$ cat config.mk
export PLATFORM = sky130hd
export DESIGN_NAME = mini_core_accel_top
export DESIGN_NICKNAME = d
export VERILOG_FILES = /design/src/mini_core_accel_pkg.sv /design/src/booth_multiplier.sv /design/src/mul_apb_regs.sv /design/src/mini_core_accel_top.sv
export VERILOG_INCLUDE_DIRS = /design/src
export SDC_FILE = /design/constraint.sdc
export NUM_CORES = 1
export LEC_CHECK = 0
export ABC_CLOCK_PERIOD_IN_PS = 2820
export CAP_MARGIN = 15
export CORE_ASPECT_RATIO = 0.6
export CORE_MARGIN = 2
export CORE_UTILIZATION = 50
export DETAILED_ROUTE_END_ITERATION = 8
export DONT_BUFFER_PORTS = 1
export PLACE_DENSITY = 0.77
export SKIP_LAST_GASP = 1
export SLEW_MARGIN = 0
export SYNTH_ARGS = -nofsm -noshare
export SYNTH_HDL_FRONTEND = slang
export SYNTH_SLANG_ARGS = --single-unit
$ cat constraint.sdc
create_clock -name Clock -period 2.82 [get_ports Clock]
set_input_delay 0.141 -clock Clock [delete_from_list [all_inputs] [get_ports Clock]]
set_output_delay 0.141 -clock Clock [all_outputs]
set_load 0.02 [all_outputs]
$ cat src/mini_core_accel_defs.svh
// Multiply accelerator definitions
`ifndef MINI_CORE_ACCEL_DEFS_SVH
`define MINI_CORE_ACCEL_DEFS_SVH

// ---------------------------------------------------------------------
// Datapath width
// ---------------------------------------------------------------------

// Signed operand width, product is twice as wide
`define NUM_WIDTH 8

// ---------------------------------------------------------------------
// Register map, byte offsets of 32-bit words
// ---------------------------------------------------------------------

// Multiplicand in 7:0, multiplier in 15:8
`define REG_OPERANDS 4'h0
// Start and interrupt enable
`define REG_CTRL     4'h4
// Busy and sticky done
`define REG_STATUS   4'h8
// Signed product, sign extended on read
`define REG_RESULT   4'hC

// ---------------------------------------------------------------------
// Control and status bit positions
// ---------------------------------------------------------------------

// Writing 1 launches a multiply, always reads back 0
`define CTRL_START_BIT  0
`define CTRL_IRQEN_BIT  1

`define STATUS_BUSY_BIT 0
`define STATUS_DONE_BIT 1

`endif

$ cat src/mini_core_accel_pkg.sv
// Multiply accelerator types
`include "mini_core_accel_defs.svh"

package mini_core_accel_pkg;

    // ---------------------------------------------------------------------
    // Booth core FSM
    // ---------------------------------------------------------------------

    // Core waits in IDLE, then alternates the two working states
    // once per multiplier bit
    typedef enum logic [1:0] {
        IDLE                   = 2'd0,
        SUB_OR_ADD_AM          = 2'd1,
        ARITHMETIC_SHIFT_RIGHT = 2'd2
    } t_boothState;

    // ---------------------------------------------------------------------
    // Register word index
    // ---------------------------------------------------------------------

    // Word index is the byte offset without the two low bits
    typedef enum logic [1:0] {
        ACCEL_OPERANDS = 2'((`REG_OPERANDS) >> 2),
        ACCEL_CTRL     = 2'((`REG_CTRL) >> 2),
        ACCEL_STATUS   = 2'((`REG_STATUS) >> 2),
        ACCEL_RESULT   = 2'((`REG_RESULT) >> 2)
    } t_accelReg;

endpackage

$ cat src/booth_multiplier.sv
// Booth multiplier core
`timescale 1ns/1ps
`include "mini_core_accel_defs.svh"

module booth_multiplier
    import mini_core_accel_pkg::*;
(
    input  logic                       Clock,
    input  logic                       Reset,
    input  logic                       ReqValid,
    input  logic [`NUM_WIDTH-1:0]      Multiplicand,
    input  logic [`NUM_WIDTH-1:0]      Multiplier,
    output logic                       Busy,
    output logic                       RspValid,
    output logic [2*`NUM_WIDTH-1:0]    Result
);

    // Counter has to hold NUM_WIDTH itself
    localparam int CntWidth = $clog2(`NUM_WIDTH) + 1;

    t_boothState                State;
    t_boothState                NextState;
    // Accumulator with a guard bit, multiplier and the extra Booth bit in one register
    logic [2*`NUM_WIDTH+1:0]    AccMultLsb;
    logic [2*`NUM_WIDTH+1:0]    NextAccMultLsb;
    logic [2*`NUM_WIDTH+1:0]    ShiftedAcc;
    logic [`NUM_WIDTH-1:0]      StoredMcand;
    logic [`NUM_WIDTH-1:0]      NextStoredMcand;
    // Multiplicand widened to the accumulator, so -128 can be negated
    logic [`NUM_WIDTH:0]        ExtMcand;
    logic [CntWidth-1:0]        ItrNum;
    logic [CntWidth-1:0]        NextItrNum;

    // ---------------------------------------------------------------------
    // State registers
    // ---------------------------------------------------------------------

    always_ff @(posedge Clock) begin
        if (Reset) begin
            State  <= IDLE;
            ItrNum <= '0;
        end else begin
            State  <= NextState;
            ItrNum <= NextItrNum;
        end
    end

    // Datapath, only meaningful while a multiply runs
    always_ff @(posedge Clock) begin
        AccMultLsb  <= NextAccMultLsb;
        StoredMcand <= NextStoredMcand;
    end

    assign ExtMcand = {StoredMcand[`NUM_WIDTH-1], StoredMcand};

    // Arithmetic shift of the full register, sign taken from the top bit
    assign ShiftedAcc = $signed(AccMultLsb) >>> 1;

    // ---------------------------------------------------------------------
    // Response
    // ---------------------------------------------------------------------

    assign Busy     = (State != IDLE);
    // Last shift of the last iteration
    assign RspValid = (State == ARITHMETIC_SHIFT_RIGHT) && (ItrNum == '0);
    // Product without the guard bit and the extra Booth bit
    assign Result   = ShiftedAcc[2*`NUM_WIDTH:1];

    // ---------------------------------------------------------------------
    // Next state logic
    // ---------------------------------------------------------------------

    always_comb begin
        NextState       = State;
        NextItrNum      = ItrNum;
        NextAccMultLsb  = AccMultLsb;
        NextStoredMcand = StoredMcand;

        case (State)
            IDLE: begin
                if (ReqValid) begin
                    NextState       = SUB_OR_ADD_AM;
                    NextStoredMcand = Multiplicand;
                    NextAccMultLsb  = {{(`NUM_WIDTH+1){1'b0}}, Multiplier, 1'b0};
                    NextItrNum      = CntWidth'(`NUM_WIDTH);
                end
            end

            SUB_OR_ADD_AM: begin
                // 01 ends a run of ones, 10 starts one
                case (AccMultLsb[1:0])
                    2'b01: begin
                        NextAccMultLsb[2*`NUM_WIDTH+1:`NUM_WIDTH+1] =
                            AccMultLsb[2*`NUM_WIDTH+1:`NUM_WIDTH+1] + ExtMcand;
                    end
                    2'b10: begin
                        NextAccMultLsb[2*`NUM_WIDTH+1:`NUM_WIDTH+1] =
                            AccMultLsb[2*`NUM_WIDTH+1:`NUM_WIDTH+1] - ExtMcand;
                    end
                    default: begin
                        NextAccMultLsb = AccMultLsb;
                    end
                endcase
                NextItrNum = ItrNum - 1'b1;
                NextState  = ARITHMETIC_SHIFT_RIGHT;
            end

            ARITHMETIC_SHIFT_RIGHT: begin
                NextAccMultLsb = ShiftedAcc;
                if (ItrNum != '0) begin
                    NextState = SUB_OR_ADD_AM;
                end else begin
                    NextState = IDLE;
                end
            end

            default: begin
                NextState = IDLE;
            end
        endcase
    end

endmodule

$ cat src/mul_apb_regs.sv
// APB register block for the multiplier
`timescale 1ns/1ps
`include "mini_core_accel_defs.svh"

module mul_apb_regs
    import mini_core_accel_pkg::*;
(
    input  logic                       Clock,
    input  logic                       Reset,

    // APB slave
    input  logic                       Psel,
    input  logic                       Penable,
    input  logic                       Pwrite,
    input  logic [3:0]                 Paddr,
    input  logic [31:0]                Pwdata,
    output logic [31:0]                Prdata,
    output logic                       Pready,
    output logic                       Pslverr,
    output logic                       Irq,

    // Booth core request side
    output logic                       ReqValid,
    output logic [`NUM_WIDTH-1:0]      Multiplicand,
    output logic [`NUM_WIDTH-1:0]      Multiplier,

    // Booth core response side
    input  logic                       Busy,
    input  logic                       RspValid,
    input  logic [2*`NUM_WIDTH-1:0]    Result
);

    localparam int ExtWidth = 32 - 2*`NUM_WIDTH;

    t_accelReg                  RegIdx;
    logic                       Access;
    logic                       WriteAccess;
    logic                       ReadAccess;
    logic                       AddrValid;
    logic                       StartReq;
    logic                       CoreActive;
    logic                       WriteOk;
    logic                       StartOk;
    logic                       ResultRead;

    logic                       IrqEn;
    logic                       Done;
    logic [2*`NUM_WIDTH-1:0]    ResultReg;

    logic [31:0]                OperandWord;
    logic [31:0]                CtrlWord;
    logic [31:0]                StatusWord;
    logic [31:0]                ResultWord;

    // ---------------------------------------------------------------------
    // Transfer decode
    // ---------------------------------------------------------------------

    // No wait states
    assign Pready = 1'b1;

    assign Access      = Psel && Penable;
    assign WriteAccess = Access && Pwrite;
    assign ReadAccess  = Access && !Pwrite;

    // Only word aligned offsets hit a register
    assign RegIdx    = t_accelReg'(Paddr[3:2]);
    assign AddrValid = (Paddr[1:0] == 2'b00);

    assign StartReq = WriteAccess && AddrValid && (RegIdx == ACCEL_CTRL) &&
                      Pwdata[`CTRL_START_BIT];

    // Request pulse still in flight counts as busy too
    assign CoreActive = Busy || ReqValid;

    assign Pslverr = Access && (!AddrValid || (StartReq && CoreActive));

    // Rejected writes leave every register untouched
    assign WriteOk    = WriteAccess && !Pslverr;
    assign StartOk    = StartReq && !CoreActive;
    assign ResultRead = ReadAccess && AddrValid && (RegIdx == ACCEL_RESULT);

    // ---------------------------------------------------------------------
    // Operand and control registers
    // ---------------------------------------------------------------------

    always_ff @(posedge Clock) begin
        if (Reset) begin
            Multiplicand <= '0;
            Multiplier   <= '0;
            IrqEn        <= 1'b0;
            ReqValid     <= 1'b0;
        end else begin
            // One cycle pulse after an accepted start
            ReqValid <= StartOk;
            if (WriteOk && (RegIdx == ACCEL_OPERANDS)) begin
                Multiplicand <= Pwdata[`NUM_WIDTH-1:0];
                Multiplier   <= Pwdata[2*`NUM_WIDTH-1:`NUM_WIDTH];
            end
            if (WriteOk && (RegIdx == ACCEL_CTRL)) begin
                IrqEn <= Pwdata[`CTRL_IRQEN_BIT];
            end
        end
    end

    // ---------------------------------------------------------------------
    // Result capture and done flag
    // ---------------------------------------------------------------------

    always_ff @(posedge Clock) begin
        if (Reset) begin
            Done      <= 1'b0;
            ResultReg <= '0;
        end else begin
            if (RspValid) begin
                ResultReg <= Result;
                Done      <= 1'b1;
            end else if (StartOk || ResultRead) begin
                // Sticky until consumed or a new multiply begins
                Done <= 1'b0;
            end
        end
    end

    assign Irq = Done && IrqEn;

    // ---------------------------------------------------------------------
    // Read data
    // ---------------------------------------------------------------------

    always_comb begin
        OperandWord = '0;
        OperandWord[`NUM_WIDTH-1:0]           = Multiplicand;
        OperandWord[2*`NUM_WIDTH-1:`NUM_WIDTH] = Multiplier;

        // Start bit is write only
        CtrlWord = '0;
        CtrlWord[`CTRL_IRQEN_BIT] = IrqEn;

        StatusWord = '0;
        StatusWord[`STATUS_BUSY_BIT] = CoreActive;
        StatusWord[`STATUS_DONE_BIT] = Done;

        ResultWord = {{ExtWidth{ResultReg[2*`NUM_WIDTH-1]}}, ResultReg};
    end

    always_comb begin
        Prdata = '0;
        if (AddrValid) begin
            case (RegIdx)
                ACCEL_OPERANDS: Prdata = OperandWord;
                ACCEL_CTRL:     Prdata = CtrlWord;
                ACCEL_STATUS:   Prdata = StatusWord;
                ACCEL_RESULT:   Prdata = ResultWord;
                default:        Prdata = '0;
            endcase
        end
    end

endmodule

$ cat src/mini_core_accel_top.sv
// Multiply accelerator top level
`timescale 1ns/1ps
`include "mini_core_accel_defs.svh"

module mini_core_accel_top (
    input  logic           Clock,
    input  logic           Reset,

    // APB3 slave port
    input  logic           Psel,
    input  logic           Penable,
    input  logic           Pwrite,
    input  logic [3:0]     Paddr,
    input  logic [31:0]    Pwdata,
    output logic [31:0]    Prdata,
    output logic           Pready,
    output logic           Pslverr,

    // Done interrupt
    output logic           Irq
);

    // ---------------------------------------------------------------------
    // Register block to core
    // ---------------------------------------------------------------------

    logic                       ReqValid;
    logic [`NUM_WIDTH-1:0]      Multiplicand;
    logic [`NUM_WIDTH-1:0]      Multiplier;
    logic                       Busy;
    logic                       RspValid;
    logic [2*`NUM_WIDTH-1:0]    Result;

    mul_apb_regs mul_apb_regs_i (
        .Clock        (Clock),
        .Reset        (Reset),
        .Psel         (Psel),
        .Penable      (Penable),
        .Pwrite       (Pwrite),
        .Paddr        (Paddr),
        .Pwdata       (Pwdata),
        .Prdata       (Prdata),
        .Pready       (Pready),
        .Pslverr      (Pslverr),
        .Irq          (Irq),
        .ReqValid     (ReqValid),
        .Multiplicand (Multiplicand),
        .Multiplier   (Multiplier),
        .Busy         (Busy),
        .RspValid     (RspValid),
        .Result       (Result)
    );

    // Single multiply in flight
    booth_multiplier booth_multiplier_i (
        .Clock        (Clock),
        .Reset        (Reset),
        .ReqValid     (ReqValid),
        .Multiplicand (Multiplicand),
        .Multiplier   (Multiplier),
        .Busy         (Busy),
        .RspValid     (RspValid),
        .Result       (Result)
    );

endmodule

# Word level (Yosys, flattened, before mapping)
# Index checks and enable logic that the tools add are counted.
[totals] in_bits=41 wordCells=76 out_inout_bits=35 ff_bits=67
[classes] n_bitwise=2 reduce_logical=38 n_mux=12 add_sub_neg=3 eq_ne=9
[op_table] cell="$pmux 32 s4" n=1
[op_table] cell="$pmux 18 s3" n=1
[op_table] cell="$mux 32" n=1
[op_table] cell="$mux 18" n=1
[op_table] cell="$pmux 9 s2" n=1
[op_table] cell="$logic_and 1x1->1" n=16
[op_table] cell="$add 9x9->9" n=1
[op_table] cell="$sub 9x9->9" n=1
[op_table] cell="$eq 2x2->1 const B" n=4
[op_table] cell="$pmux 4 s2" n=1
[op_table] cell="$reduce_bool 2->1" n=4
[op_table] cell="$eq 2x1->1 const B" n=3
[op_table] cell="$logic_not 2->1" n=3
[op_table] cell="$pmux 2 s3" n=1
[op_table] cell="$reduce_and 3->1" n=2
[op_table] cell="$logic_not 1->1" n=4
[op_table] cell="$logic_not 4->1" n=1
[op_table] cell="$mux 4" n=1
[op_table] cell="$reduce_and 2->1" n=2
[op_table] cell="$reduce_and 4->1" n=1
[op_table] cell="$reduce_bool 4->1" n=1
[op_table] cell="$sub 4x1->4 const B" n=1
[op_table] cell="$logic_or 1x1->1" n=3
[op_table] cell="$mux 1" n=3
[op_table] cell="5 further kinds" n=6

# Depth between registers and ports, before layout
# Gate-level depths: netlist (run 1).
[logic_depth] depth_word=11 mapped_depth=10

# Cells and area by module
# From an unflattened synthesis (run 1), not the netlist that was laid out.
[unflattened] hier_cells=399 area_unflattened_um2=3893.7
[by_module_without_submodules] module="booth_multiplier" instances=1 cells_each=212 area_per_inst_um2=2077.0
[by_module_without_submodules] module="mul_apb_regs" instances=1 cells_each=187 area_per_inst_um2=1816.7

# Worst setup path before layout (run 1)
# No wires, ideal clock.
[synth_timing] path_type="register -> register" from="register booth_multiplier_i.AccMultLsb[0]" to="register booth_multiplier_i.AccMultLsb[16] (data pin)" path_stages_with_launch=10 arrival_ps=2027 path_buffers=1 period_less_slack_ps=2290 setup_slack_ps=530 t_required_ps=2557 cell_sequence="edfxtp_1 nor2b_4 buf_6 mux2i_1 ha_1 nor2b_1 o31a_1 o31ai_1 xor2_1 o21ai_0"
[synth_between] elab_chain_cells=3 elab_cells_between_ends=4 cone_classes="eq/ne (2); mux (2)"
[synth_lines] item="start, declared" line="booth_multiplier.sv:24" source="logic [2*`NUM_WIDTH+1:0] AccMultLsb;"
[synth_lines] item="start signal, assigned" line="booth_multiplier.sv:50" source="AccMultLsb <= NextAccMultLsb;"
[synth_lines] item="$eq 2x2->1 or $eq 2x1->1 (tied branches)" line="booth_multiplier.sv:91" source="case (AccMultLsb[1:0])"
[synth_lines] item="$pmux 9 s2 (*)" line="booth_multiplier.sv:91"
[synth_lines] item="$pmux 18 s3 (*)" line="booth_multiplier.sv:79" source="case (State)"
[synth_lines] item="named net booth_multiplier_i.NextAccMultLsb[16]" line="booth_multiplier.sv:25" source="logic [2*`NUM_WIDTH+1:0] NextAccMultLsb;"
# Mark *: on every way through the listed nets, which the timed path passes. The rest lies on a longest branch.
# A chain may end at the register's enable or synchronous reset.

# Worst setup path in the final report (run 1)
# Same ends and word-level chain as after synthesis.

==> out/results.env, run 1 <==
OUTCOME='complete, but fails checks'
VIOLATIONS='design-rule violations'
TIMING.FINAL.CRIT_PERIOD_NS=2.62
FMAXACHIEVABLE_MHz=382
IR_DROP_uV=295
NETLIST_INSTANCES=386
SYNTH.CELL_AREA_UM2=3580
CLOCK_POWER_SHARE=0.531
RR_WORST_DEPTH=8
DP_CELLS=447
TIGHTESTPINTRANSITION_NS=0.917
CORE_REGION_AREA_UM2=6790
COMB_POWER_SHARE=0.024
WORST_CLOCK_SKEW_NS=0.00845
KIND_OF_CELL_ADDING_THE_MOST_DELAY_TO_THE_CRITICAL_PATH='compound AO/OA/AOI/OAI gates'
ANTENNA_FOUND_INITIAL=0
POST_DRT_VIA_CELL_RATIO=5.88
CTS.CLK_SLEW.WORST_PATHS_NS=0.05
R2R_SETUP_SLACK_NS=0.20
SETUP_VIOL_COUNT_FINAL=0
FINAL_MAX_SLEW_VIOL_COUNT=0
SYNTH_EDF_COUNT=26
WORST_SKEW_PAIR_LATENCY_NS=0.33
GRT.TOTAL_USAGE=0.239
YS_DOMINANT_REG_CELL='sky130_fd_sc_hd__dfxtp_1'
LEAKAGE_nW=1.42
SYNTH_WARNINGS=0
MAX_CAP_VIOLATIONS=0
NETSWITCHINGPOWER_W=0.000444
GP_ROUTABILITY_CONGESTION=0.857
ROUTED-VIA-COUNT=2820
START_UTIL=0.527
NUM_IO_PINS=76
CLOCK_TREE_ROOT_DRIVER_CELL='sky130_fd_sc_hd__clkbuf_16'
POST_SYNTH.CELL_AREA_AVG_UM2=9.28
AREA_DELTA_SYNTH_FINAL_PCT=13.2
YS_FF_LATCH=67
GR-TOTAL-OVERFLOW=0
YS_SEQ_AREA_FRAC=0.447
FINAL_LAYOUT_SIZE_SUFFIX_GT1_FRAC=0.0891
DRT_WL_TOTAL_MM=8.70
DRT_ITER0_MARKERS=255
ANTENNA-DIODE-COUNT=0
DESIGN.DIE.AREA_UM2=7880
WL_PER_CELL_UM=18.1
WORST_PATH_MAX_FANOUT=8
NETLIST-CELL-TYPE-COUNT=49
TIMING.FINAL.CRIT_SHARE=0.929
CLKSINKCOUNT=67
YS_ASYNC_SR_FRACTION=0
PLACE.PORT_BUFFERS=0
WORST_HOLD_PATH.ENDPOINT='mul_apb_regs_i.IrqEn$_SDFFE_PP0P_'
DRT_PASS1_ITERATIONS=7
CRIT_CHAIN='nor2b_4 -> mux2i_1 -> ha_1 -> nor2b_1 -> o31a_1 -> o31ai_1 -> xor2_1 -> o21ai_0'
SYNTH_FP_NETS=444
FILLCELLCOUNT=595
CTS-ROOT-TO-SINK-BUFFERS=2
CTS_MADE_BUFFERS=9
FIRST_GLOBAL_VIAS=2647
POWER.DENSITY_nW_PER_UM2=557
CP_DATA_REQUIRED_TIME_NS=2.89
CELL_INTERNAL_PWR_W=0.00181
CRITICALPATHCATEGORY='reg2reg'
SHARE_OF_TOTAL_POWER_IN_SEQUENTIAL_CELLS=0.445
GRT_SETUP_UNREPAIRED='no'
RR_ENDPOINT='booth_multiplier_i.AccMultLsb[16]$_DFFE_PP_'
FINALNETCOUNT=446
REGTOREGSTARTPOINT='booth_multiplier_i.AccMultLsb[0]$_DFFE_PP_'
POSTCTSRESIZEDCELLS=0
GRT_MAX_DEGREE=42
CHIPHEIGHT_UM=69.6
CRIT_PATH_TOP_DELAY_CELL='sky130_fd_sc_hd__edfxtp_1'
HTREE_LEVELS=3
CRIT_PATH_LAUNCH_TYPE='flip-flop'
ANTENNA_LEFT=0
CRITPATHMAXSTAGEDELAY_NS=0.44
SLEW_HEADROOM=0.389
DETAIL_ROUTE.DRC_VIOLATIONS=2
HOLD-PATH-CELL-COUNT=3
FINALHOLDVIOLCOUNT=0
HOLD_PATH.STARTPOINT='Pwdata[0]'
HOLDCRITPATHCLASS='in2reg'
POWER.SHARE.SWITCHING=0.197
CTS_TREE='built'
FINAL_CELL_COUNT_NO_FILL=480
CRITPATHARRIVALTIME_NS=2.69
WORST_SLACK_NS=0.201
PRE_CTS_SLACK_NS=0.314
DIE_WD_UM=113
SETUP_TOTAL_NEGATIVE_SLACK_NS=0
ROWS=23
GRT_FIRST_PASS_WIRELENGTH_MM=14.1
CP_NUM_BUF_INV=0
DETAILED_PLACE_HPWL_MM=6.13
CRIT_PATH_END_KIND='flip-flop'
-- timing repair --
action	in CTS	in global routing
hold buffers	17	0
hold endpoints to repair	41	0
buffers inserted	0	0
setup endpoints to repair	0	0
-- worst min-delay path, delay by kind of cell --
| kind | cells | cell delay (ns) |
|---|---|---|
| and+or+nand+nor | 2 | 0.16 |
| AOI/OAI and AO/OA | 1 | 0.06 |
-- registers in the layout (all words and copies together), names as in the netlist --
name / flops
mul_apb_regs_i.ReqValid: 1
booth_multiplier_i.StoredMcand: 8
booth_multiplier_i.State: 2
mul_apb_regs_i.ResultReg: 16
mul_apb_regs_i.Multiplicand: 8
mul_apb_regs_i.Done: 1
booth_multiplier_i.AccMultLsb: 18
mul_apb_regs_i.IrqEn: 1
mul_apb_regs_i.Multiplier: 8
booth_multiplier_i.ItrNum: 4
-- cell type report --
cell class / instances / area, um2 / area share
timing repair buffer: 26 / 248 / 0.0611
clock buffer: 13 / 282 / 0.0695
sequential: 67 / 1600 / 0.395
multi-input combinational: 265 / 1700 / 0.419
inverter: 19 / 71.3 / 0.0176
tap: 87 / 109 / 0.0269
clock inverter: 3 / 42.5 / 0.0105
-- cells in the final DEF, fill, tap and decap left out, drive strengths merged, types with 16 or more instances in the layout --
| master | n |
|---|---|
| a21oi | 30 |
| dfxtp | 41 |
| dlygate4sd3 | 16 |
| edfxtp | 26 |
| ha | 16 |
| inv | 19 |
| mux2i | 18 |
| nand2 | 46 |
| nand3 | 18 |
| nor2 | 36 |
| o21ai | 19 |
-- per-stage QoR --
stage / instance area (um2) / util / total power, W / hold slack [ns]
after detailed placement: 3550 / 0.522 / 0.00105 / 0.217
after floorplan: 3580 / - / 0.00105 / 0.288
after CTS: 4050 / 0.597 / 0.00227 / 0.0581
after global routing: 4050 / 0.597 / 0.00233 / 0.0886
final: 4050 / 0.597 / 0.00226 / 0.0756
after global placement: 3550 / 0.522 / 0.00105 / 0.214
-- synthesized netlist by cell type, types with 3 or more instances --
master | number | area share
sky130_fd_sc_hd__a211oi_1 | 3 | 0.0063
sky130_fd_sc_hd__a21oi_1 | 29 | 0.041
sky130_fd_sc_hd__a22o_1 | 13 | 0.032
sky130_fd_sc_hd__a22oi_1 | 4 | 0.0084
sky130_fd_sc_hd__a31oi_1 | 4 | 0.0070
sky130_fd_sc_hd__and2_1 | 4 | 0.0070
sky130_fd_sc_hd__buf_2 | 3 | 0.0042
sky130_fd_sc_hd__buf_4 | 17 | 0.036
sky130_fd_sc_hd__clkbuf_1 | 11 | 0.012
sky130_fd_sc_hd__dfxtp_1 | 41 | 0.23
sky130_fd_sc_hd__edfxtp_1 | 26 | 0.22
sky130_fd_sc_hd__ha_1 | 16 | 0.056
sky130_fd_sc_hd__inv_1 | 19 | 0.020
sky130_fd_sc_hd__mux2i_1 | 18 | 0.050
sky130_fd_sc_hd__nand2_1 | 46 | 0.048
sky130_fd_sc_hd__nand2b_1 | 4 | 0.0070
sky130_fd_sc_hd__nand3_1 | 18 | 0.025
sky130_fd_sc_hd__nor2_1 | 36 | 0.038
sky130_fd_sc_hd__nor2b_1 | 4 | 0.0070
sky130_fd_sc_hd__nor3_1 | 6 | 0.0084
sky130_fd_sc_hd__o21a_1 | 3 | 0.0063
sky130_fd_sc_hd__o21ai_0 | 19 | 0.027
sky130_fd_sc_hd__xnor2_1 | 8 | 0.020
sky130_fd_sc_hd__xor2_1 | 4 | 0.0098
-- cells by family after synthesis --
| group | Yosys count | synth area share |
|---|---|---|
| adders and majority gates | 17 | 0.0615 |
| DFF | 67 | 0.447 |
| AOI/OAI and AO/OA | 86 | 0.151 |
| buffers and inverters | 54 | 0.0825 |
| other | 1 | 0.00105 |
| and+or+nand+nor | 130 | 0.171 |
| xor gates and xnor gates | 12 | 0.0293 |
| muxes | 19 | 0.0566 |
-- routing by layer --
metal,share of wire,up-vias,GRT usage
li1,-,1334,-
met1,0.47,1361,0.346
met2,0.43,119,0.337
met3,0.090,6,0.0892
met4,0.0071,0,0.0637
met5,0,-,0
-- power by group through the flow --
stage	clock network [W]	registers, W	logic (W)
after floorplan	0	0.00102	0.0000280
after global placement	0	0.00102	0.0000241
after detailed placement	0	0.00102	0.0000248
after CTS	0.00121	0.00100	0.0000543
after global routing	0.00126	0.00100	0.0000589
final	0.00120	0.00100	0.0000550
-- how the worst max path moves through the flow --
stage / start / endpoint / cells past startpoint
global placement: booth_multiplier_i.AccMultLsb[0]$_DFFE_PP_ / booth_multiplier_i.AccMultLsb[16]$_DFFE_PP_ / 8
global route: booth_multiplier_i.AccMultLsb[1]$_DFFE_PP_ / booth_multiplier_i.AccMultLsb[16]$_DFFE_PP_ / 8
detailed placement: booth_multiplier_i.AccMultLsb[0]$_DFFE_PP_ / booth_multiplier_i.AccMultLsb[16]$_DFFE_PP_ / 8
floorplan: booth_multiplier_i.AccMultLsb[0]$_DFFE_PP_ / booth_multiplier_i.AccMultLsb[16]$_DFFE_PP_ / 9
CTS: booth_multiplier_i.AccMultLsb[0]$_DFFE_PP_ / booth_multiplier_i.AccMultLsb[16]$_DFFE_PP_ / 8
finish: booth_multiplier_i.AccMultLsb[0]$_DFFE_PP_ / booth_multiplier_i.AccMultLsb[16]$_DFFE_PP_ / 8
Note: power is estimated with default switching activity, not from simulation.
==> run 2, diff against run 1 <==
--- a/config.mk
+++ b/config.mk
@@ -6,7 +6,7 @@
 export SDC_FILE = /design/constraint.sdc
 export NUM_CORES = 1
 export LEC_CHECK = 0
-export ABC_CLOCK_PERIOD_IN_PS = 2820
+export ABC_CLOCK_PERIOD_IN_PS = 2450
 export CAP_MARGIN = 15
 export CORE_ASPECT_RATIO = 0.6
 export CORE_MARGIN = 2
==> constraint.sdc (replaced) <==
create_clock -name Clock -period 2.45 [get_ports Clock]
set_input_delay 0.1225 -clock Clock [delete_from_list [all_inputs] [get_ports Clock]]
set_output_delay 0.1225 -clock Clock [all_outputs]
set_load 0.02 [all_outputs]
==> run 2 against run 1 <==
  * The flow finishes with violations (design-rule violations, negative setup slack)
  * Non-clock buffer count up 21
  * Count of clock-buffer cells in the layout down 3
  * Utilization increased by 4.3 points
  * Maximum frequency is 3.9% higher
  * Routed wire length is 2.3% higher
  * Combinational power increased by 22%
  * Clock power is 13% higher
  * Clock skew barely moved
  * First-iteration DRC count down 0.78%
  * Critical path type unchanged
==> out/results.env, run 2 (same netlist as run 1, synthesis figures left out) <==
ANTENNA-DIODE-COUNT=0
HOLDCRITPATHCLASS='in2reg'
CORE_REGION_AREA_UM2=6790
WL_PER_CELL_UM=17.8
CRITICALPATHCATEGORY='reg2reg'
TIGHTESTPINTRANSITION_NS=0.595
FINALNETCOUNT=467
GRT_SETUP_UNREPAIRED='yes'
REGISTERS_WITH_THE_HIGHEST_FLIP_FLOP_COUNTS='booth_multiplier_i.AccMultLsb x18, mul_apb_regs_i.ResultReg x16'
DRT_PASS1_ITERATIONS=7
CLKSINKCOUNT=67
FINALHOLDWORSTSLACK_NS=0.0339
WORST_PATH_MAX_FANOUT=5
LARGEST_REG_FLOPS=18
CP_DATA_REQUIRED_TIME_NS=2.53
SETUP_TOTAL_NEGATIVE_SLACK_NS=-0.133
FIN_UTIL=0.640
CRIT_PATH_LAUNCH_TYPE='flip-flop'
SETUP_VIOL_COUNT_FINAL=2
WORST_CLOCK_SKEW_NS=0.00822
LEAKAGE_nW=1.52
NUM_IO_PINS=76
MAX_CAP_VIOLATIONS=0
DRT_WL_TOTAL_MM=8.91
GP_ROUTABILITY_CONGESTION=0.853
GR-TOTAL-OVERFLOW=0
FINAL_MAX_SLEW_VIOL_COUNT=0
GRT_MAX_DEGREE=42
CTS_TREE='built'
ANTENNA_LEFT=0
PLACE.PORT_BUFFERS=0
FINAL_CELL_COUNT_NO_FILL=501
OUTCOME='complete, but fails checks'
FINALHOLDVIOLCOUNT=0
R2R_SETUP_SLACK_NS=-0.07
FINAL_CELL_MIX='sky130_fd_sc_hd__nand2_1 (46), sky130_fd_sc_hd__dfxtp_1 (41), sky130_fd_sc_hd__nor2_1 (34)'
ANTENNA_FOUND_INITIAL=0
FMAXACHIEVABLE_MHz=397
CTS_MADE_BUFFERS=9
FINAL_LAYOUT_SIZE_SUFFIX_GT1_FRAC=0.176
GRT_FIRST_PASS_WIRELENGTH_MM=14.1
CTS.CLK_SLEW.WORST_PATHS_NS=0.05
SLEW_HEADROOM=0.603
WORST_SLACK_NS=-0.0692
CTS-ROOT-TO-SINK-BUFFERS=2
POST_DRT_VIA_CELL_RATIO=5.70
FINAL_COMMON_CELL='sky130_fd_sc_hd__nand2_1'
LARGEST_REGISTER='booth_multiplier_i.AccMultLsb'
START_UTIL=0.527
GRT.TOTAL_USAGE=0.237
CRITPATHARRIVALTIME_NS=2.60
POWER.DENSITY_nW_PER_UM2=591
AREA_DELTA_SYNTH_FINAL_PCT=21.4
HTREE_LEVELS=3
DETAIL_ROUTE.DRC_VIOLATIONS=2
IR_DROP_uV=439
CHIPHEIGHT_UM=69.6
DP_CELLS=458
FIRST_GLOBAL_VIAS=2718
WORST_SKEW_PAIR_LATENCY_NS=0.34
ROWS=23
DIE_WD_UM=113
TIMING.FINAL.CRIT_SHARE=1.03
ROUTED-VIA-COUNT=2855
TIMING.FINAL.CRIT_PERIOD_NS=2.52
FILLCELLCOUNT=542
DRT_ITER0_MARKERS=253
CRIT_PATH_END_KIND='flip-flop'
DESIGN.DIE.AREA_UM2=7880
VIOLATIONS='design-rule violations, negative setup slack'
DETAILED_PLACE_HPWL_MM=6.34
CLOCK_TREE_ROOT_DRIVER_CELL='sky130_fd_sc_hd__clkbuf_16'
[run 2: cell count changes in the layout (fill, tap and decap cells not counted), moves of 3 or more]
cell,previous run,this run
sky130_fd_sc_hd__o21ai_0,19,16
sky130_fd_sc_hd__ha_1,16,11
sky130_fd_sc_hd__buf_4,9,24
sky130_fd_sc_hd__buf_6,0,4
sky130_fd_sc_hd__o21ai_1,0,3
sky130_fd_sc_hd__ha_2,0,3
[run 2: timing repair]
action / in CTS / in global routing
pin swaps: 2 / 20
hold buffers: 17 / 0
hold endpoints to repair: 41 / 0
gates resized for setup: 5 / 26
endpoints found under the setup margin: 3 / 4
setup buffers: 3 / 7
[run 2: routing by layer]
metal  vias to the layer above  GRT usage  routed length, um
li1                       1377          -                  -
met1                      1350      0.334               3990
met2                       114      0.347               3920
met3                        14     0.0760                821
met4                         0     0.0745                181
met5                         -          0                  0
[run 2: area by class of cell]
type                       count  area (um2)  share of cell area
tap                           87         109              0.0250
sequential                    67        1600               0.368
timing repair buffer          47         445               0.102
clock buffer                  10         229              0.0527
clock inverter                 6        81.3              0.0187
inverter                      19        71.3              0.0164
multi-input combinational    265        1810               0.416
[run 2: worst max-delay path, cell delays in order, from the launching register on]
cell                       delay, ns
sky130_fd_sc_hd__edfxtp_1       0.43
sky130_fd_sc_hd__nor2b_4        0.26
sky130_fd_sc_hd__buf_6          0.15
sky130_fd_sc_hd__a21oi_2        0.04
sky130_fd_sc_hd__xnor2_1        0.17
sky130_fd_sc_hd__ha_2           0.21
sky130_fd_sc_hd__or3_4          0.37
sky130_fd_sc_hd__o21bai_1       0.17
sky130_fd_sc_hd__a31oi_1        0.22
sky130_fd_sc_hd__or3_1          0.16
sky130_fd_sc_hd__a21oi_2        0.06
[run 2: final timing paths]
| path | endpoint | start | depth (start not counted) |
|---|---|---|---|
| worst min-delay path | mul_apb_regs_i.IrqEn$_SDFFE_PP0P_ | Pwdata[0] | 3 |
| worst max-delay path | booth_multiplier_i.AccMultLsb[17]$_DFFE_PP_ | booth_multiplier_i.AccMultLsb[0]$_DFFE_PP_ | 10 |
| worst max register to register | booth_multiplier_i.AccMultLsb[17]$_DFFE_PP_ | booth_multiplier_i.AccMultLsb[0]$_DFFE_PP_ | 10 |
| worst min register to register | mul_apb_regs_i.ResultReg[10]$_SDFFE_PP0P_ | mul_apb_regs_i.ResultReg[10]$_SDFFE_PP0P_ | 2 |
[run 2: power by group]
part	internal (W)	switching, W
clock	0.000882	0.000465
combinational	0.0000334	0.0000335
sequential	0.00115	0.00000239
[run 2: stage by stage]
stage	instance area [um2]	setup WS, ns	power, W
6_report	4350	-0.0692	0.00257
2_1_floorplan	3580	0.160	0.00121
3_3_place_gp	3660	0.0446	0.00121
4_1_cts	4190	0.000423	0.00258
3_5_place_dp	3660	-0.130	0.00121
5_1_grt	4350	-0.205	0.00264
==> run 3, diff against run 2 <==
--- a/config.mk
+++ b/config.mk
@@ -10,7 +10,7 @@
 export CAP_MARGIN = 15
 export CORE_ASPECT_RATIO = 0.6
 export CORE_MARGIN = 2
-export CORE_UTILIZATION = 50
+export CORE_UTILIZATION = 61
 export DETAILED_ROUTE_END_ITERATION = 8
 export DONT_BUFFER_PORTS = 1
 export PLACE_DENSITY = 0.77
==> run 3 against run 2 <==
  * The flow finishes with violations (negative setup slack)
  * Utilization grew 11 points
  * Cell count shrank 1.0%
  * Clock skew grew 0.0045 ns
  * Count of clock-buffer cells in the layout grew 4
  * Die area shrank 17%
  * Critical path depth is the same
  * Setup slack gained 0.024 ns
  * Clock power shrank 34%
  * Design area shrank 2.4%
  * Via count grew 4.8%
  * Highest routed layer unchanged
==> out/results.env, run 3 (same netlist as run 1, synthesis figures left out) <==
CTS_MADE_BUFFERS=9
ANTENNA_LEFT=0
DIE_WD_UM=103
CTS_TREE='built'
MAX_CAP_VIOLATIONS=0
GP_ROUTABILITY_CONGESTION=0.870
DETAILED_PLACE_HPWL_MM=6.11
CELL_INTERNAL_PWR_W=0.00166
DP_CELLS=449
AREA_DELTA_SYNTH_FINAL_PCT=18.4
SETUP_VIOL_COUNT_FINAL=1
TIMING.FINAL.CRIT_PERIOD_NS=2.50
DESIGN.DIE.AREA_UM2=6520
RR_WORST_DEPTH=10
LARGEST_REG_FLOPS=18
REGTOREGSTARTPOINT='booth_multiplier_i.StoredMcand[0]$_DFFE_PP_'
GRT_FIRST_PASS_WIRELENGTH_MM=14.1
LARGEST_REGISTER='booth_multiplier_i.AccMultLsb'
TIMING.FINAL.CRIT_SHARE=1.02
WORST_SLACK_NS=-0.0457
HTREE_LEVELS=3
HOLDCRITPATHCLASS='in2reg'
DRT_WL_TOTAL_MM=9.36
FINALHOLDWORSTSLACK_NS=0.0106
GRT.TOTAL_USAGE=0.290
ROWS=21
CLOCK_POWER_SHARE=0.423
FINAL_COMMON_CELL='sky130_fd_sc_hd__nand2_1'
HOLD_PATH.STARTPOINT='Pwdata[0]'
FINAL_MAX_SLEW_VIOL_COUNT=0
POST_DRT_VIA_CELL_RATIO=6.03
TIGHTESTPINTRANSITION_NS=0.569
GR-TOTAL-OVERFLOW=0
FINALHOLDVIOLCOUNT=0
CRITPATHARRIVALTIME_NS=2.59
REGISTERS_WITH_THE_HIGHEST_FLIP_FLOP_COUNTS='booth_multiplier_i.AccMultLsb x18, mul_apb_regs_i.ResultReg x16'
START_UTIL=0.637
ANTENNA-DIODE-COUNT=0
VIOLATIONS='negative setup slack'
CRITICALPATHCATEGORY='reg2reg'
LEAKAGE_nW=1.51
CTS-ROOT-TO-SINK-BUFFERS=2
WL_PER_CELL_UM=18.9
CRIT_PATH_LAUNCH_TYPE='flip-flop'
R2R_SETUP_SLACK_NS=-0.05
FINALNETCOUNT=469
DRT_PASS1_ITERATIONS=5
CLKSINKCOUNT=67
DRT_ITER0_MARKERS=245
NUM_IO_PINS=76
SHARE_OF_TOTAL_POWER_IN_SEQUENTIAL_CELLS=0.545
FINAL_CELL_MIX='sky130_fd_sc_hd__nand2_1 (46), sky130_fd_sc_hd__dfxtp_1 (41), sky130_fd_sc_hd__nor2_1 (34)'
SLEW_HEADROOM=0.620
WORST_HOLD_PATH.ENDPOINT='mul_apb_regs_i.IrqEn$_SDFFE_PP0P_'
WORST_PATH_MAX_FANOUT=4
ROUTED-VIA-COUNT=2991
FMAXACHIEVABLE_MHz=401
NETSWITCHINGPOWER_W=0.000451
POWER.DENSITY_nW_PER_UM2=498
CP_DATA_REQUIRED_TIME_NS=2.55
CLOCK_TREE_ROOT_DRIVER_CELL='sky130_fd_sc_hd__clkbuf_8'
FINAL_CELL_COUNT_NO_FILL=496
GRT_MAX_DEGREE=42
COMB_POWER_SHARE=0.032
HOLD-PATH-CELL-COUNT=3
CTS.CLK_SLEW.WORST_PATHS_NS=0.07
FINAL_LAYOUT_SIZE_SUFFIX_GT1_FRAC=0.185
WORST_CLOCK_SKEW_NS=0.0127
DETAIL_ROUTE.DRC_VIOLATIONS=0
PLACE.PORT_BUFFERS=0
CRIT_PATH_END_KIND='flip-flop'
CORE_REGION_AREA_UM2=5620
IR_DROP_uV=310
FIN_UTIL=0.754
WORST_SKEW_PAIR_LATENCY_NS=0.35
OUTCOME='complete, but fails checks'
CHIPHEIGHT_UM=63.4
CP-STARTPOINT='booth_multiplier_i.StoredMcand[0]$_DFFE_PP_'
GRT_SETUP_UNREPAIRED='yes'
ANTENNA_FOUND_INITIAL=0
FIRST_GLOBAL_VIAS=2831
POWER.SHARE.SWITCHING=0.213
RR_ENDPOINT='booth_multiplier_i.AccMultLsb[17]$_DFFE_PP_'
==> run 3: metrics by stage <==
stage               setup slack, ns  power (W)  setup TNS [ns]  area, um2
floorplan                     0.160    0.00121               0       3580
global placement             0.0692    0.00121               0       3620
detailed placement          -0.0123    0.00121         -0.0167       3620
CTS                        -0.00408    0.00212        -0.00408       4000
global route                 -0.141    0.00218          -0.434       4240
finish                      -0.0457    0.00211         -0.0457       4240
==> run 3: worst max-delay path: stages, from the launching register on <==
cell and delay (ns):
sky130_fd_sc_hd__edfxtp_1 0.44, sky130_fd_sc_hd__inv_1 0.15, sky130_fd_sc_hd__ha_4 0.19, sky130_fd_sc_hd__a31oi_2 0.12, sky130_fd_sc_hd__xnor2_2 0.17, sky130_fd_sc_hd__ha_2 0.20, sky130_fd_sc_hd__or3_4 0.34, sky130_fd_sc_hd__o21bai_1 0.17
sky130_fd_sc_hd__a31oi_1 0.23, sky130_fd_sc_hd__or3_1 0.17, sky130_fd_sc_hd__a21oi_2 0.06
==> run 3: timing repair <==
| item | in CTS | in global routing |
|---|---|---|
| hold buffers | 17 | 0 |
| endpoints found under the hold margin | 41 | 0 |
| endpoints found under the setup margin | 3 | 5 |
| setup buffers | 0 | 14 |
| pin swaps | 0 | 13 |
| resized for setup | 3 | 30 |
==> run 3: power groups by stage <==
stage / clock, W / combinational [W] / sequential (W)
floorplan: 0 / 0.0000322 / 0.00118
global placement: 0 / 0.0000281 / 0.00118
detailed placement: 0 / 0.0000290 / 0.00118
CTS: 0.000905 / 0.0000632 / 0.00115
global route: 0.000956 / 0.0000724 / 0.00115
finish: 0.000893 / 0.0000673 / 0.00115
==> run 3: worst max path at each step <==
stage,depth (start not counted),to
4_1_cts,9,booth_multiplier_i.AccMultLsb[17]$_DFFE_PP_
3_3_place_gp,9,booth_multiplier_i.AccMultLsb[17]$_DFFE_PP_
2_1_floorplan,9,booth_multiplier_i.AccMultLsb[16]$_DFFE_PP_
6_report,10,booth_multiplier_i.AccMultLsb[17]$_DFFE_PP_
5_1_grt,10,booth_multiplier_i.AccMultLsb[17]$_DFFE_PP_
3_5_place_dp,9,booth_multiplier_i.AccMultLsb[16]$_DFFE_PP_
==> run 3: cell type report <==
class / count / area [um2]
clock buffers: 14 / 184
clock inverters: 2 / 7.51
fillers: 403 / 1380
inverters: 19 / 71.3
multi-input cells: 265 / 1830
flip-flops and latches: 67 / 1600
well taps: 80 / 100
repair buffers: 49 / 444
==> run 3: routing by layer <==
metal  wire length [um]  part of all wire  GRT usage  up-vias
li1                   -                 -          -     1385
met1               3900              0.42      0.392     1422
met2               4420              0.47      0.446      162
met3                865             0.092      0.107       22
met4                176             0.019     0.0641        0
met5                  0                 0          0        -
